===== src/source/fetch_consts.svh =====
`ifndef FETCH_CONSTS_SVH
`define FETCH_CONSTS_SVH

// address and instruction width
`define FETCH_XLEN 32

// instruction memory depth in words, fetch wraps at this size
`define FETCH_MEM_WORDS 256

// addi x0,x0,0
`define FETCH_INSTR_NOP 32'h0000_0013

`define FETCH_APB_AW 12
`define FETCH_REG_CTRL 12'h400 // bit 0 is run
`define FETCH_REG_BOOT 12'h404

`endif


===== src/source/fetch_pkg.sv =====
`include "fetch_consts.svh"

package fetch_pkg;

    typedef struct packed {
        logic [15:0] hi;
        logic [15:0] lo;
    } halves_t;

    // one memory word, either a whole instruction or two halfwords
    typedef union packed {
        logic [`FETCH_XLEN-1:0] instr;
        halves_t                half;
    } instr_word_u;

    typedef struct packed {
        logic                   valid;
        logic [`FETCH_XLEN-1:0] target; // halfword aligned
    } jump_t;

    typedef struct packed {
        logic                   valid;
        logic [`FETCH_XLEN-1:0] pc;
        logic [`FETCH_XLEN-1:0] instr;      // always 32-bit form
        logic                   compressed;
        logic                   illegal;
    } fetch_out_t;

endpackage


===== src/source/compressed_expander.sv =====
`timescale 1ns/1ps
`include "fetch_consts.svh"

module compressed_expander (
    input  logic                    clk_i,
    input  logic                    rst_ni,
    input  logic                    in_valid_i,
    input  logic [`FETCH_XLEN-1:0]  in_instr_i,
    input  logic [`FETCH_XLEN-1:0]  in_pc_i,
    output logic                    in_accept_o,
    input  fetch_pkg::jump_t        flush_i,
    output fetch_pkg::fetch_out_t   out_o,
    input  logic                    out_ready_i
);
    import fetch_pkg::*;

    localparam logic [6:0] OpImm   = 7'b0010011;
    localparam logic [6:0] OpReg   = 7'b0110011;
    localparam logic [6:0] OpLoad  = 7'b0000011;
    localparam logic [6:0] OpStore = 7'b0100011;
    localparam logic [6:0] OpJal   = 7'b1101111;

    fetch_out_t             out_q;
    logic [15:0]            c;
    logic                   is_c;
    logic [4:0]             rd;
    logic [4:0]             rs2;
    logic [4:0]             rdp;    // x8..x15 from the 3-bit fields
    logic [4:0]             rs1p;
    logic [11:0]            ci_imm;
    logic [11:0]            lsw_imm;
    logic [20:0]            cj_imm;
    logic [`FETCH_XLEN-1:0] exp_instr;
    logic                   exp_illegal;

    assign c    = in_instr_i[15:0];
    assign is_c = c[1:0] != 2'b11;
    assign rd   = c[11:7];
    assign rs2  = c[6:2];
    assign rdp  = {2'b01, c[4:2]};
    assign rs1p = {2'b01, c[9:7]};

    assign ci_imm  = {{6{c[12]}}, c[12], c[6:2]};
    assign lsw_imm = {5'b0, c[5], c[12:10], c[6], 2'b00};
    assign cj_imm  = {{9{c[12]}}, c[12], c[8], c[10:9], c[6], c[7], c[2], c[11], c[5:3], 1'b0};

    always_comb begin
        exp_instr   = `FETCH_INSTR_NOP;
        exp_illegal = 1'b0;
        if (!is_c) begin
            exp_instr = in_instr_i;
        end else begin
            case ({c[15:13], c[1:0]})
                5'b000_01: exp_instr = {ci_imm, rd, 3'b000, rd, OpImm};      // c.addi
                5'b010_01: exp_instr = {ci_imm, 5'd0, 3'b000, rd, OpImm};    // c.li
                5'b101_01: begin                                             // c.j
                    exp_instr = {cj_imm[20], cj_imm[10:1], cj_imm[11], cj_imm[19:12],
                                 5'd0, OpJal};
                end
                5'b010_00: exp_instr = {lsw_imm, rs1p, 3'b010, rdp, OpLoad}; // c.lw
                5'b110_00: begin                                             // c.sw
                    exp_instr = {lsw_imm[11:5], rdp, rs1p, 3'b010, lsw_imm[4:0], OpStore};
                end
                5'b100_10: begin
                    // rs2 of zero is jr/jalr/ebreak, not handled
                    if (rs2 == 5'd0) begin
                        exp_illegal = 1'b1;
                    end else if (c[12]) begin
                        exp_instr = {7'b0, rs2, rd, 3'b000, rd, OpReg};      // c.add
                    end else begin
                        exp_instr = {7'b0, rs2, 5'd0, 3'b000, rd, OpReg};    // c.mv
                    end
                end
                default: exp_illegal = 1'b1; // includes the all-zero halfword
            endcase
        end
    end

    // one-entry output register
    assign in_accept_o = !out_q.valid || out_ready_i;

    always_ff @(posedge clk_i) begin
        if (!rst_ni) begin
            out_q.valid <= 1'b0;
        end else if (flush_i.valid) begin
            out_q.valid <= 1'b0;
        end else if (in_accept_o) begin
            out_q.valid <= in_valid_i;
            if (in_valid_i) begin
                out_q.pc         <= in_pc_i;
                out_q.instr      <= exp_instr;
                out_q.compressed <= is_c;
                out_q.illegal    <= exp_illegal;
            end
        end
    end

    assign out_o = out_q;

endmodule


===== config.mk =====
export PLATFORM = sky130hd
export DESIGN_NAME = compressed_expander
export DESIGN_NICKNAME = d
export VERILOG_FILES = /design/src/source/fetch_pkg.sv /design/src/source/compressed_expander.sv
export VERILOG_INCLUDE_DIRS = /design/src /design/src/source
export SDC_FILE = /design/constraint.sdc
export NUM_CORES = 1
export LEC_CHECK = 0
export ABC_AREA = 1
export BUFFER_PORTS_ARGS = -buffer_cell sky130_fd_sc_hd__buf_2
export CAP_MARGIN = 20
export CELL_PAD_IN_SITES_DETAIL_PLACEMENT = 2
export CELL_PAD_IN_SITES_GLOBAL_PLACEMENT = 2
export CORE_MARGIN = 2
export CORE_UTILIZATION = 22
export CTS_CLUSTER_DIAMETER = 50
export DETAILED_ROUTE_END_ITERATION = 6
export PLACE_DENSITY_LB_ADDON = 0.1
export SLEW_MARGIN = 20
export SYNTH_ARGS = -nofsm -noshare
export SYNTH_HDL_FRONTEND = slang
export SYNTH_SLANG_ARGS = --single-unit

===== constraint.sdc =====
create_clock -name clk_i -period 5.05 [get_ports clk_i]
set_input_delay 0.2525 -clock clk_i [delete_from_list [all_inputs] [get_ports clk_i]]
set_output_delay 0.2525 -clock clk_i [all_outputs]
set_load 0.02 [all_outputs]

==> summary.txt <==
Result of the run: finished clean
Length of routed met3 wiring: 626 um
Crit-path cells: inv_1 -> nor2_1 -> nor3_4 -> buf_4
Clock latency on the worst-skew pair: 0.33 ns
Peak fanout along the critical path: 66
CTS buffer count: 9
Period Utilization, post-route: 33.5%
Met2 routed wirelength: 4.08 mm
Maximum number of pins on one net before global-route repair: 67
Routed WL per cell: 15.7 um
Max-cap violations: 0
Via density per instance: 4.13
HP Class: primary input to flip-flop
Cell family contributing the most delay on the critical path: buffers and inverters
Number of levels in the clock H-tree: 3
Max Root-Sink Buffers: 2
Wire length the detailed router placed on met1: 3.77 mm
Fraction of layout instances using a drive strength above 1: 43.3%
TritonRoute pass-1 iters: 4
Post-Layout Inst Area: 3910 um^2
CP Launch Type: flip-flop
Clock tree from TritonCTS: built
Post-route worst hold slack: 0.0978 ns
Highest-count cells in the layout ignoring fill and taps: 136 x sky130_fd_sc_hd__buf_2, 66 x sky130_fd_sc_hd__edfxtp_1, 59 x sky130_fd_sc_hd__nand2_1
Synthesis Warnings: 0
Count of hold buffers inserted by post-cts repair: 0
Final-report hold violation count: 0
Critical Path Source: out_o[66]
# IOs: 169
Sequential element share of the synthesized area: 73.2%
Aggregate global routing overflow: 0
Hold Crit Start: in_pc_i[19]
Wire length of the first global-routing pass: 12.9 mm
Total power density per cell area: 347 nW/um^2
Via count of the first global-routing pass: 2,351
Effective utilization at floorplan: 22.7%
Nets@finish: 475
Count of buffers inserted at the top-level ports: 136
Post-synth top area share: 72.4%
Crit. End Element: flip-flop
Remaining DRCs: 0
Postcts setup bufs: 0
Startpoint of the worst register-to-register path: out_o[66]
Highest achievable clock rate: 0.591 GHz
Worst Setup Path Type: flip-flop to flip-flop
Clock tree root driver cell: sky130_fd_sc_hd__clkbuf_16
Total wire length: 8.61 mm
Number of distinct library cell variants in the gate-level netlist after synthesis: 22
Highest ir drop seen on vdd: 0.156 mV
Sinks on Clock Net: 67
Final period demand of the worst path: 1.69 ns
Pin slew with the least headroom to its limit: 0.883 ns
Utilization of the core after routing: 32.4%
Worst slew margin relative to its limit: 41.1%
Final Skew: 0.00445 ns
Number of nets with antenna violations after routing: 0
# rows: 40
Height of the chip: 116 um
Total chip power: 0.00136 W
Multi-input gate area: 648 um^2
Post-CTS sizing: 0
Worst-path clk slew: 0.05 ns
Detailed placer's ending HPWL: 6.31 mm
Sequential cell area: 2000 um^2
Core region area: 12,100 um^2
Post-Syn Area per Cell: 12.0 um^2
Number of flip-flops under the largest register name: 67
Global Route Usage Sum: 13.1%
#FFs+latches synth: 67
CP Data Arrival Time: 1.64 ns
Unrepaired setup endpoints after global routing: false
Die width: 116 um
Leakage power: 1.69 nW
Via count of the routed design: 2,258
Dominant cell type by area after synthesis: sky130_fd_sc_hd__edfxtp_1
Syn Inst Count: 228
Initial DRC Count: 156
Number of max-slew violations in the final report: 0
Layout-stage area growth over the synthesis result: 42.9%
Final-layout fill cell count: 1,330
Number of antenna violations at the first check in global routing: 0
Number of buffers and inverters on the critical path: 2
Synth top area cells: sky130_fd_sc_hd__edfxtp_1 72%, sky130_fd_sc_hd__nand2_1 8.1%, sky130_fd_sc_hd__nand3_1 5.1%, sky130_fd_sc_hd__inv_1 2.5%, sky130_fd_sc_hd__nor2_1 2.2%
Die outline area: 13,300 um^2
Slowest stage cell on the critical path: sky130_fd_sc_hd__buf_4
Count of endpoints failing setup in the final report: 0
Aggregate negative setup slack: 0 ns
Number of antenna repair diodes: 0
Required time reported for the critical path endpoint: 5.00 ns
Routability-driven placement congestion ratio: 0.764
Most common cell after layout, fill and taps aside: sky130_fd_sc_hd__buf_2
Top layer used by detailed routing: met4
Max incr delay on CP: 0.66 ns
Dpl cell area: 3630 um^2
Total standard cell area after synthesis: 2740 um^2
==> cell type report <==
cell class              instances  area share (%)
multi-input cells             138            16.6
repair buffers                137            17.6
well taps                     168            5.37
flip-flops and latches         67            51.2
clock inverters                 7            1.50
inverters                      21            2.02
clock buffers                   9            5.76
==> kinds of logic after synthesis <==
kind of cell / after synthesis / synth area share (%)
buffers and inverters: 24 / 3.70
other: 1 / 0.137
AOI/OAI and AO/OA: 18 / 3.89
and+or+nand+nor: 118 / 19.1
DFF: 67 / 73.2
==> worst paths after layout <==
kind                    end  slack [ns]  depth (start not counted)
hold / removal    out_o[53]         0.1                          1
setup reg to reg  out_o[23]        3.36                          4
hold reg to reg   out_o[66]        0.59                          4
setup / recovery  out_o[23]        3.36                          4
==> synth_stat cells (all sizes together) <==
| cell | count |
|---|---|
| nand3 | 29 |
| nand4 | 3 |
| dfxtp | 1 |
| o211ai | 1 |
| a21oi | 5 |
| inv | 21 |
| edfxtp | 66 |
| nor3 | 1 |
| nand2 | 64 |
| conb | 1 |
| o2111ai | 3 |
| buf | 3 |
| nor2 | 20 |
| o21ai | 8 |
| a21o | 1 |
| or2 | 1 |
==> power by group <==
part / leakage [nW] / switching, W / internal [W]
sequential: 0.605 / 0.00000361 / 0.000634
clock: 0.138 / 0.000222 / 0.000375
combinational: 0.945 / 0.0000812 / 0.0000425
==> metal layers <==
layer | up-vias | global-route usage [%]
met3 | 8 | 4.13
met4 | 0 | 4.58
met1 | 1071 | 16.8
met2 | 92 | 20.9
met5 | - | 0
li1 | 1087 | -
==> per-stage QoR <==
step | cells | setup WS (ns)
2_1_floorplan | 229 | 1.51
3_3_place_gp | 531 | 3.30
3_5_place_dp | 531 | 3.23
4_1_cts | 547 | 3.32
5_1_grt | 547 | 3.22
6_report | 547 | 3.36
==> worst register-to-register path, cell delays in order (launching register included) <==
cell                      delay [ns]
sky130_fd_sc_hd__dfxtp_1        0.31
sky130_fd_sc_hd__inv_1          0.05
sky130_fd_sc_hd__nor2_1         0.06
sky130_fd_sc_hd__nor3_4         0.15
sky130_fd_sc_hd__buf_4          0.66
Note: power is estimated with default switching activity, not from simulation.
