$ cat src/source/fetch_consts.svh
`ifndef FETCH_CONSTS_SVH
`define FETCH_CONSTS_SVH

// address and instruction width
`define FETCH_XLEN 32

// instruction memory depth in words, fetch wraps at this size
`define FETCH_MEM_WORDS 256

// addi x0,x0,0
`define FETCH_INSTR_NOP 32'h0000_0013

`define FETCH_APB_AW 12
`define FETCH_REG_CTRL 12'h400 // bit 0 is run
`define FETCH_REG_BOOT 12'h404

`endif

$ cat src/source/fetch_pkg.sv
`include "fetch_consts.svh"

package fetch_pkg;

    typedef struct packed {
        logic [15:0] hi;
        logic [15:0] lo;
    } halves_t;

    // one memory word, either a whole instruction or two halfwords
    typedef union packed {
        logic [`FETCH_XLEN-1:0] instr;
        halves_t                half;
    } instr_word_u;

    typedef struct packed {
        logic                   valid;
        logic [`FETCH_XLEN-1:0] target; // halfword aligned
    } jump_t;

    typedef struct packed {
        logic                   valid;
        logic [`FETCH_XLEN-1:0] pc;
        logic [`FETCH_XLEN-1:0] instr;      // always 32-bit form
        logic                   compressed;
        logic                   illegal;
    } fetch_out_t;

endpackage

$ cat src/source/instr_fetch.sv
`timescale 1ns/1ps
`include "fetch_consts.svh"

module instr_fetch (
    input  logic                    clk_i,
    input  logic                    rst_ni,
    input  logic                    run_i,
    input  logic [`FETCH_XLEN-1:0]  boot_addr_i,
    input  fetch_pkg::instr_word_u  word_i,
    input  logic                    word_ready_i,
    output logic [`FETCH_XLEN-1:0]  word_addr_o,
    input  fetch_pkg::jump_t        jump_i,
    output logic                    raw_valid_o,
    output logic [`FETCH_XLEN-1:0]  raw_instr_o,
    output logic [`FETCH_XLEN-1:0]  raw_pc_o,
    input  logic                    accept_i
);
    import fetch_pkg::*;

    typedef enum logic [1:0] {
        ALIGNED,            // next instr starts at low half
        UNALIGNED,          // compressed instr in high half
        INIT_UNALIGNED,     // just started at a halfword target
        UNALIGNED_CONTINUE  // low part of a 32-bit instr held in buf_q
    } if_state_e;

    if_state_e              state_q;
    if_state_e              state_d;
    logic [`FETCH_XLEN-1:0] addr_q;     // word fetch address
    logic [`FETCH_XLEN-1:0] pc_q;       // true instruction pc
    logic [15:0]            buf_q;
    instr_word_u            raw;
    logic                   low_c;
    logic                   high_c;
    logic                   raw_c;
    logic                   jump_phase;
    logic                   take;
    logic                   advance;
    logic                   addr_inc;

    assign low_c  = word_i.half.lo[1:0] != 2'b11;
    assign high_c = word_i.half.hi[1:0] != 2'b11;

    // upper halfword of a 32-bit instr at the target goes to the buffer first
    assign jump_phase  = (state_q == INIT_UNALIGNED) && !high_c;
    assign raw_valid_o = word_ready_i && !jump_phase;
    assign take        = raw_valid_o && accept_i;
    assign advance     = take || (jump_phase && word_ready_i);

    always_comb begin
        raw = '0;
        case (state_q)
            ALIGNED: begin
                if (low_c) begin
                    raw.half.lo = word_i.half.lo;
                end else begin
                    raw.instr = word_i.instr;
                end
            end
            UNALIGNED, INIT_UNALIGNED: begin
                raw.half.lo = word_i.half.hi;
            end
            default: begin // joined across the word boundary
                raw.half.hi = word_i.half.lo;
                raw.half.lo = buf_q;
            end
        endcase
    end

    assign raw_c       = raw.half.lo[1:0] != 2'b11;
    assign raw_instr_o = raw.instr;
    assign raw_pc_o    = pc_q;
    assign word_addr_o = addr_q;

    always_comb begin
        state_d = state_q;
        case (state_q)
            ALIGNED: begin
                if (!low_c) state_d = ALIGNED;
                else if (high_c) state_d = UNALIGNED;
                else state_d = UNALIGNED_CONTINUE;
            end
            UNALIGNED: begin
                state_d = ALIGNED;
            end
            INIT_UNALIGNED: begin
                state_d = high_c ? ALIGNED : UNALIGNED_CONTINUE;
            end
            default: begin
                state_d = high_c ? UNALIGNED : UNALIGNED_CONTINUE;
            end
        endcase
    end

    // the word is used up unless a compressed instr remains in its high half
    assign addr_inc = state_d != UNALIGNED;

    always_ff @(posedge clk_i) begin
        if (!rst_ni) begin
            state_q <= ALIGNED;
            addr_q  <= '0;
            pc_q    <= '0;
        end else if (jump_i.valid) begin
            state_q <= jump_i.target[1] ? INIT_UNALIGNED : ALIGNED;
            addr_q  <= {jump_i.target[`FETCH_XLEN-1:2], 2'b00};
            pc_q    <= {jump_i.target[`FETCH_XLEN-1:1], 1'b0};
        end else if (!run_i) begin
            // parked at boot until run
            state_q <= boot_addr_i[1] ? INIT_UNALIGNED : ALIGNED;
            addr_q  <= {boot_addr_i[`FETCH_XLEN-1:2], 2'b00};
            pc_q    <= {boot_addr_i[`FETCH_XLEN-1:1], 1'b0};
        end else if (advance) begin
            state_q <= state_d;
            if (addr_inc) addr_q <= addr_q + 4;
            if (take) pc_q <= raw_c ? pc_q + 2 : pc_q + 4;
        end
    end

    always_ff @(posedge clk_i) begin
        if (advance && state_d == UNALIGNED_CONTINUE) begin
            buf_q <= word_i.half.hi;
        end
    end

endmodule

$ cat config.mk
export PLATFORM = sky130hd
export DESIGN_NAME = instr_fetch
export DESIGN_NICKNAME = d
export VERILOG_FILES = /design/src/source/fetch_pkg.sv /design/src/source/instr_fetch.sv
export VERILOG_INCLUDE_DIRS = /design/src /design/src/source
export SDC_FILE = /design/constraint.sdc
export NUM_CORES = 1
export LEC_CHECK = 0
export BUFFER_PORTS_ARGS = -buffer_cell sky130_fd_sc_hd__buf_4
export CAP_MARGIN = 40
export CELL_PAD_IN_SITES_DETAIL_PLACEMENT = 0
export CELL_PAD_IN_SITES_GLOBAL_PLACEMENT = 1
export CORE_ASPECT_RATIO = 0.75
export CORE_MARGIN = 2
export CORE_UTILIZATION = 39
export DETAILED_ROUTE_END_ITERATION = 10
export HOLD_SLACK_MARGIN = 0.15
export PLACE_DENSITY_LB_ADDON = 0.12
export SKIP_CTS_REPAIR_TIMING = 1
export SYNTH_ARGS = -nofsm -noshare
export SYNTH_HDL_FRONTEND = slang
export SYNTH_SLANG_ARGS = --single-unit
$ cat constraint.sdc
create_clock -name clk_i -period 4.6 [get_ports clk_i]
set_input_delay 0.69 -clock clk_i [delete_from_list [all_inputs] [get_ports clk_i]]
set_output_delay 0.69 -clock clk_i [all_outputs]
set_load 0.01 [all_outputs]
==> results_dict.tcl <==
set metrics [dict create \
    syn_inst_count 650 \
    routedWlPerCell_um 22.5 \
    timing.critical_path.required_ns 3.91 \
    dp_hpwl_um 16500 \
    place_worst_setup_slack_ns 1.59 \
    yosys_most_used_dff "sky130_fd_sc_hd__dfxtp_1" \
    count_of_final_setup_violators 0 \
    yosys-top-cells-area "sky130_fd_sc_hd__dfxtp_1, sky130_fd_sc_hd__edfxtp_1, sky130_fd_sc_hd__a22o_1" \
    final.setup.worst_slack_ns 1.43 \
    layout.cells.most_common "sky130_fd_sc_hd__buf_4" \
    timing.critical_path.slowest_stage_cell "sky130_fd_sc_hd__and4b_1" \
    clock_tree.buffer_depth 2 \
    syn_area_per_cell_um2 8.25 \
    timing.max_slew.rel_slack_pct 38.8 \
    fin_util_pct 52.8 \
    first_global_vias 6015 \
    worstReg2RegStart "state_q[0]$_SDFFE_PN0P_" \
    unrepaired_setup_endpoints_after_global_routing "false" \
    worst-setup-path-type "reg -> out" \
    design.die.area_um2 14700 \
    period_minus_slack_ns 3.17 \
    cts.sink_count 79 \
    max-vdd-ir-drop_mv 0.195 \
    antenna_found_initial 0 \
    dieHeight_um 106 \
    htreeDepth 3 \
    horiz_die_dim_um 139 \
    num_io_pins 199 \
    worst_skew_pair.late_latency_ns 0.34 \
    synth_largest_area_cell "sky130_fd_sc_hd__dfxtp_1" \
    min-delay-path-class "reg -> reg" \
    clk_pin_slew_worst_paths_ns 0.07 \
    core_area_um2 13600 \
    design.final.nets 924 \
    crit_family "simple AND/OR/NAND/NOR gates" \
    drt_iter0_markers 638 \
    ant_nets 0 \
    rows 37 \
    clock_tree_from_tritoncts "yes" \
    maximum_fanout_encountered_on_the_critical_timing_path 19 \
    cts_inserted_buffers 9 \
    area_delta_synth_final_pct 33.6 \
    detail_route.vias_per_cell 6.47 \
    maxCapViolations 0 \
    diodes 0 \
    tot_pwr_w 0.00205 \
    grt_pass1_wl_um 34200 \
    maximum_number_of_pins_on_one_net_before_global_route_repair 56 \
    via_count 6449 \
    setup.worst_path.start "state_q[0]$_SDFFE_PN0P_" \
    timing.critical_path.to_type "output pin" \
    globalplace.congestion 0.924 \
    total_routed_wirelength_um 22400 \
    worst_path_largest_cell_delay_ns 0.70 \
    synth_enable_flop_cells 16 \
    sequential_fraction_of_the_synthesis_area_pct 32.5 \
    timing.final.hold_violations 0 \
    grt_util_all_layers_pct 29.3 \
    power.static_leakage_nw 2.81 \
    status "finished clean" \
    fin_hold_ws_ns 0.533 \
    timing.hold.worst.start "raw_pc_o[29]$_SDFFE_PN0P_" \
    clock-root-buffer "sky130_fd_sc_hd__clkbuf_16" \
    critical_path_buf_inv_count 2 \
    drtPass1Iterations 6 \
    timing_max_transition_violations_final 0 \
    overflow 0 \
    power.density_cell_area_nw_per_um2 287 \
    yosys.cell_types.count 82 \
    finalCritPeriodShare_pct 68.9 \
    worst_slew_pin_slew_ns 0.912 \
    top_library_cells_by_usage_in_the_layout_fill_and_taps_aside "sky130_fd_sc_hd__buf_4, sky130_fd_sc_hd__dfxtp_1, sky130_fd_sc_hd__nand2_1, sky130_fd_sc_hd__o21ai_0, sky130_fd_sc_hd__a21oi_1" \
    post_synth_instance_area_um2 5360 \
    final_layout_size_suffix_gt1_share_pct 29.8 \
    worst_ep_arrival_time_ns 2.48 \
    synth_top_area_share_pct 23.5 \
    worstSetupStartpointType "register" \
    synth.ff_latch_count 79 \
    setup_total_negative_slack_ns 0 \
    critical_path_cell_by_cell "inv_1 -> ha_1 -> and4b_1 -> a22o_1 -> buf_4" \
    async_flop_share_pct 0 \
    timing.clock.skew_ns 0.0123 \
    synthesis.yosys.warnings 0 \
    fmaxAchievable_mhz 315 \
    start_util_pct 39.5 \
    remaining_drc_errors 0 \
    port_buffers 193 \
]
-- final timing paths --
check	end	cells past startpoint	slack, ns
worst max-delay path	raw_instr_o[28]	5	1.43
worst min-delay path	raw_pc_o[29]$_SDFFE_PN0P_	2	0.53
worst max register to register	word_addr_o[10]$_SDFFE_PN0P_	7	1.46
worst min register to register	raw_pc_o[29]$_SDFFE_PN0P_	2	0.53
-- state kept, by name, summed over array words and instances, names as in the netlist --
name / flops
state_q: 2
word_addr_o: 30
buf_q: 16
raw_pc_o: 31
-- where the power goes --
group	leakage, nW	total [W]	switching, W	internal, W
Clock	0.157	0.000787	0.000300	0.000487
Combinational	1.99	0.000468	0.000256	0.000213
Sequential	0.662	0.000797	0.0000542	0.000743
-- tightest hold or removal path, cell delays in order (launching register included) --
cell and delay (ns):
sky130_fd_sc_hd__dfxtp_1 0.34, sky130_fd_sc_hd__nand3_1 0.07, sky130_fd_sc_hd__o211ai_1 0.07
-- cell families (layout without fill, tap and decap cells) --
kind of cell,Yosys count,count (layout),share of synthesized area [%]
AOI/OAI and AO/OA,269,269,36.0
xor gates and xnor gates,3,3,0.490
adders and majority gates,6,6,1.40
buffers and inverters,62,231,5.90
DFF,79,79,32.5
muxes,3,3,0.583
other,1,3,0.0699
and+or+nand+nor,227,227,23.1
-- routing by layer --
layer	wire length, um	vias up	share of wire [%]	GRT usage, %
met5	0	-	0	0
met4	473	0	2.1	8.01
met3	1940	48	8.7	8.00
met2	9910	318	44	44.2
met1	10100	3151	45	41.3
li1	-	2932	-	-
-- cell type report --
class                   count  area, um2
repair buffers            202       1520
clock inverters             2       35.0
clock buffers              14        287
fillers                  1306       6400
well taps                 175        219
multi-input cells         511       3320
inverters                  13       48.8
flip-flops and latches     79       1740
-- per-stage QoR --
step | std cells | cell area (um2)
2_1_floorplan | 652 | 5370
3_3_place_gp | 979 | 6840
3_5_place_dp | 980 | 6840
4_1_cts | 996 | 7160
5_1_grt | 996 | 7160
6_report | 996 | 7160
-- cells in the mapped netlist (3+ instances only) --
cell,n
sky130_fd_sc_hd__dfxtp_1,63
sky130_fd_sc_hd__nand2_1,61
sky130_fd_sc_hd__o21ai_0,48
sky130_fd_sc_hd__a21oi_1,39
sky130_fd_sc_hd__nand3_1,33
sky130_fd_sc_hd__a22o_1,31
sky130_fd_sc_hd__a22oi_1,31
sky130_fd_sc_hd__nor2_1,24
sky130_fd_sc_hd__nor3_1,24
sky130_fd_sc_hd__clkbuf_1,23
sky130_fd_sc_hd__a211oi_1,16
sky130_fd_sc_hd__a31oi_1,16
sky130_fd_sc_hd__edfxtp_1,16
sky130_fd_sc_hd__nand4_1,15
sky130_fd_sc_hd__inv_1,13
sky130_fd_sc_hd__and3_1,11
sky130_fd_sc_hd__o221a_2,10
sky130_fd_sc_hd__o31ai_1,10
sky130_fd_sc_hd__and4_1,9
sky130_fd_sc_hd__or4_1,8
sky130_fd_sc_hd__buf_2,7
sky130_fd_sc_hd__o211ai_1,7
sky130_fd_sc_hd__ha_1,6
sky130_fd_sc_hd__nor4_1,6
sky130_fd_sc_hd__o21a_1,6
sky130_fd_sc_hd__buf_1,5
sky130_fd_sc_hd__buf_4,5
sky130_fd_sc_hd__and2_1,4
sky130_fd_sc_hd__clkbuf_8,4
sky130_fd_sc_hd__nand2b_1,4
sky130_fd_sc_hd__nor3b_1,4
sky130_fd_sc_hd__nor4b_1,4
sky130_fd_sc_hd__o22ai_1,4
sky130_fd_sc_hd__o311ai_0,4
sky130_fd_sc_hd__o31a_1,4
sky130_fd_sc_hd__or3_1,4
sky130_fd_sc_hd__a311oi_1,3
sky130_fd_sc_hd__a31o_2,3
sky130_fd_sc_hd__clkbuf_2,3
sky130_fd_sc_hd__nor2b_1,3
sky130_fd_sc_hd__o21bai_1,3
sky130_fd_sc_hd__o221ai_1,3
(Power assumes the default switching activity.)
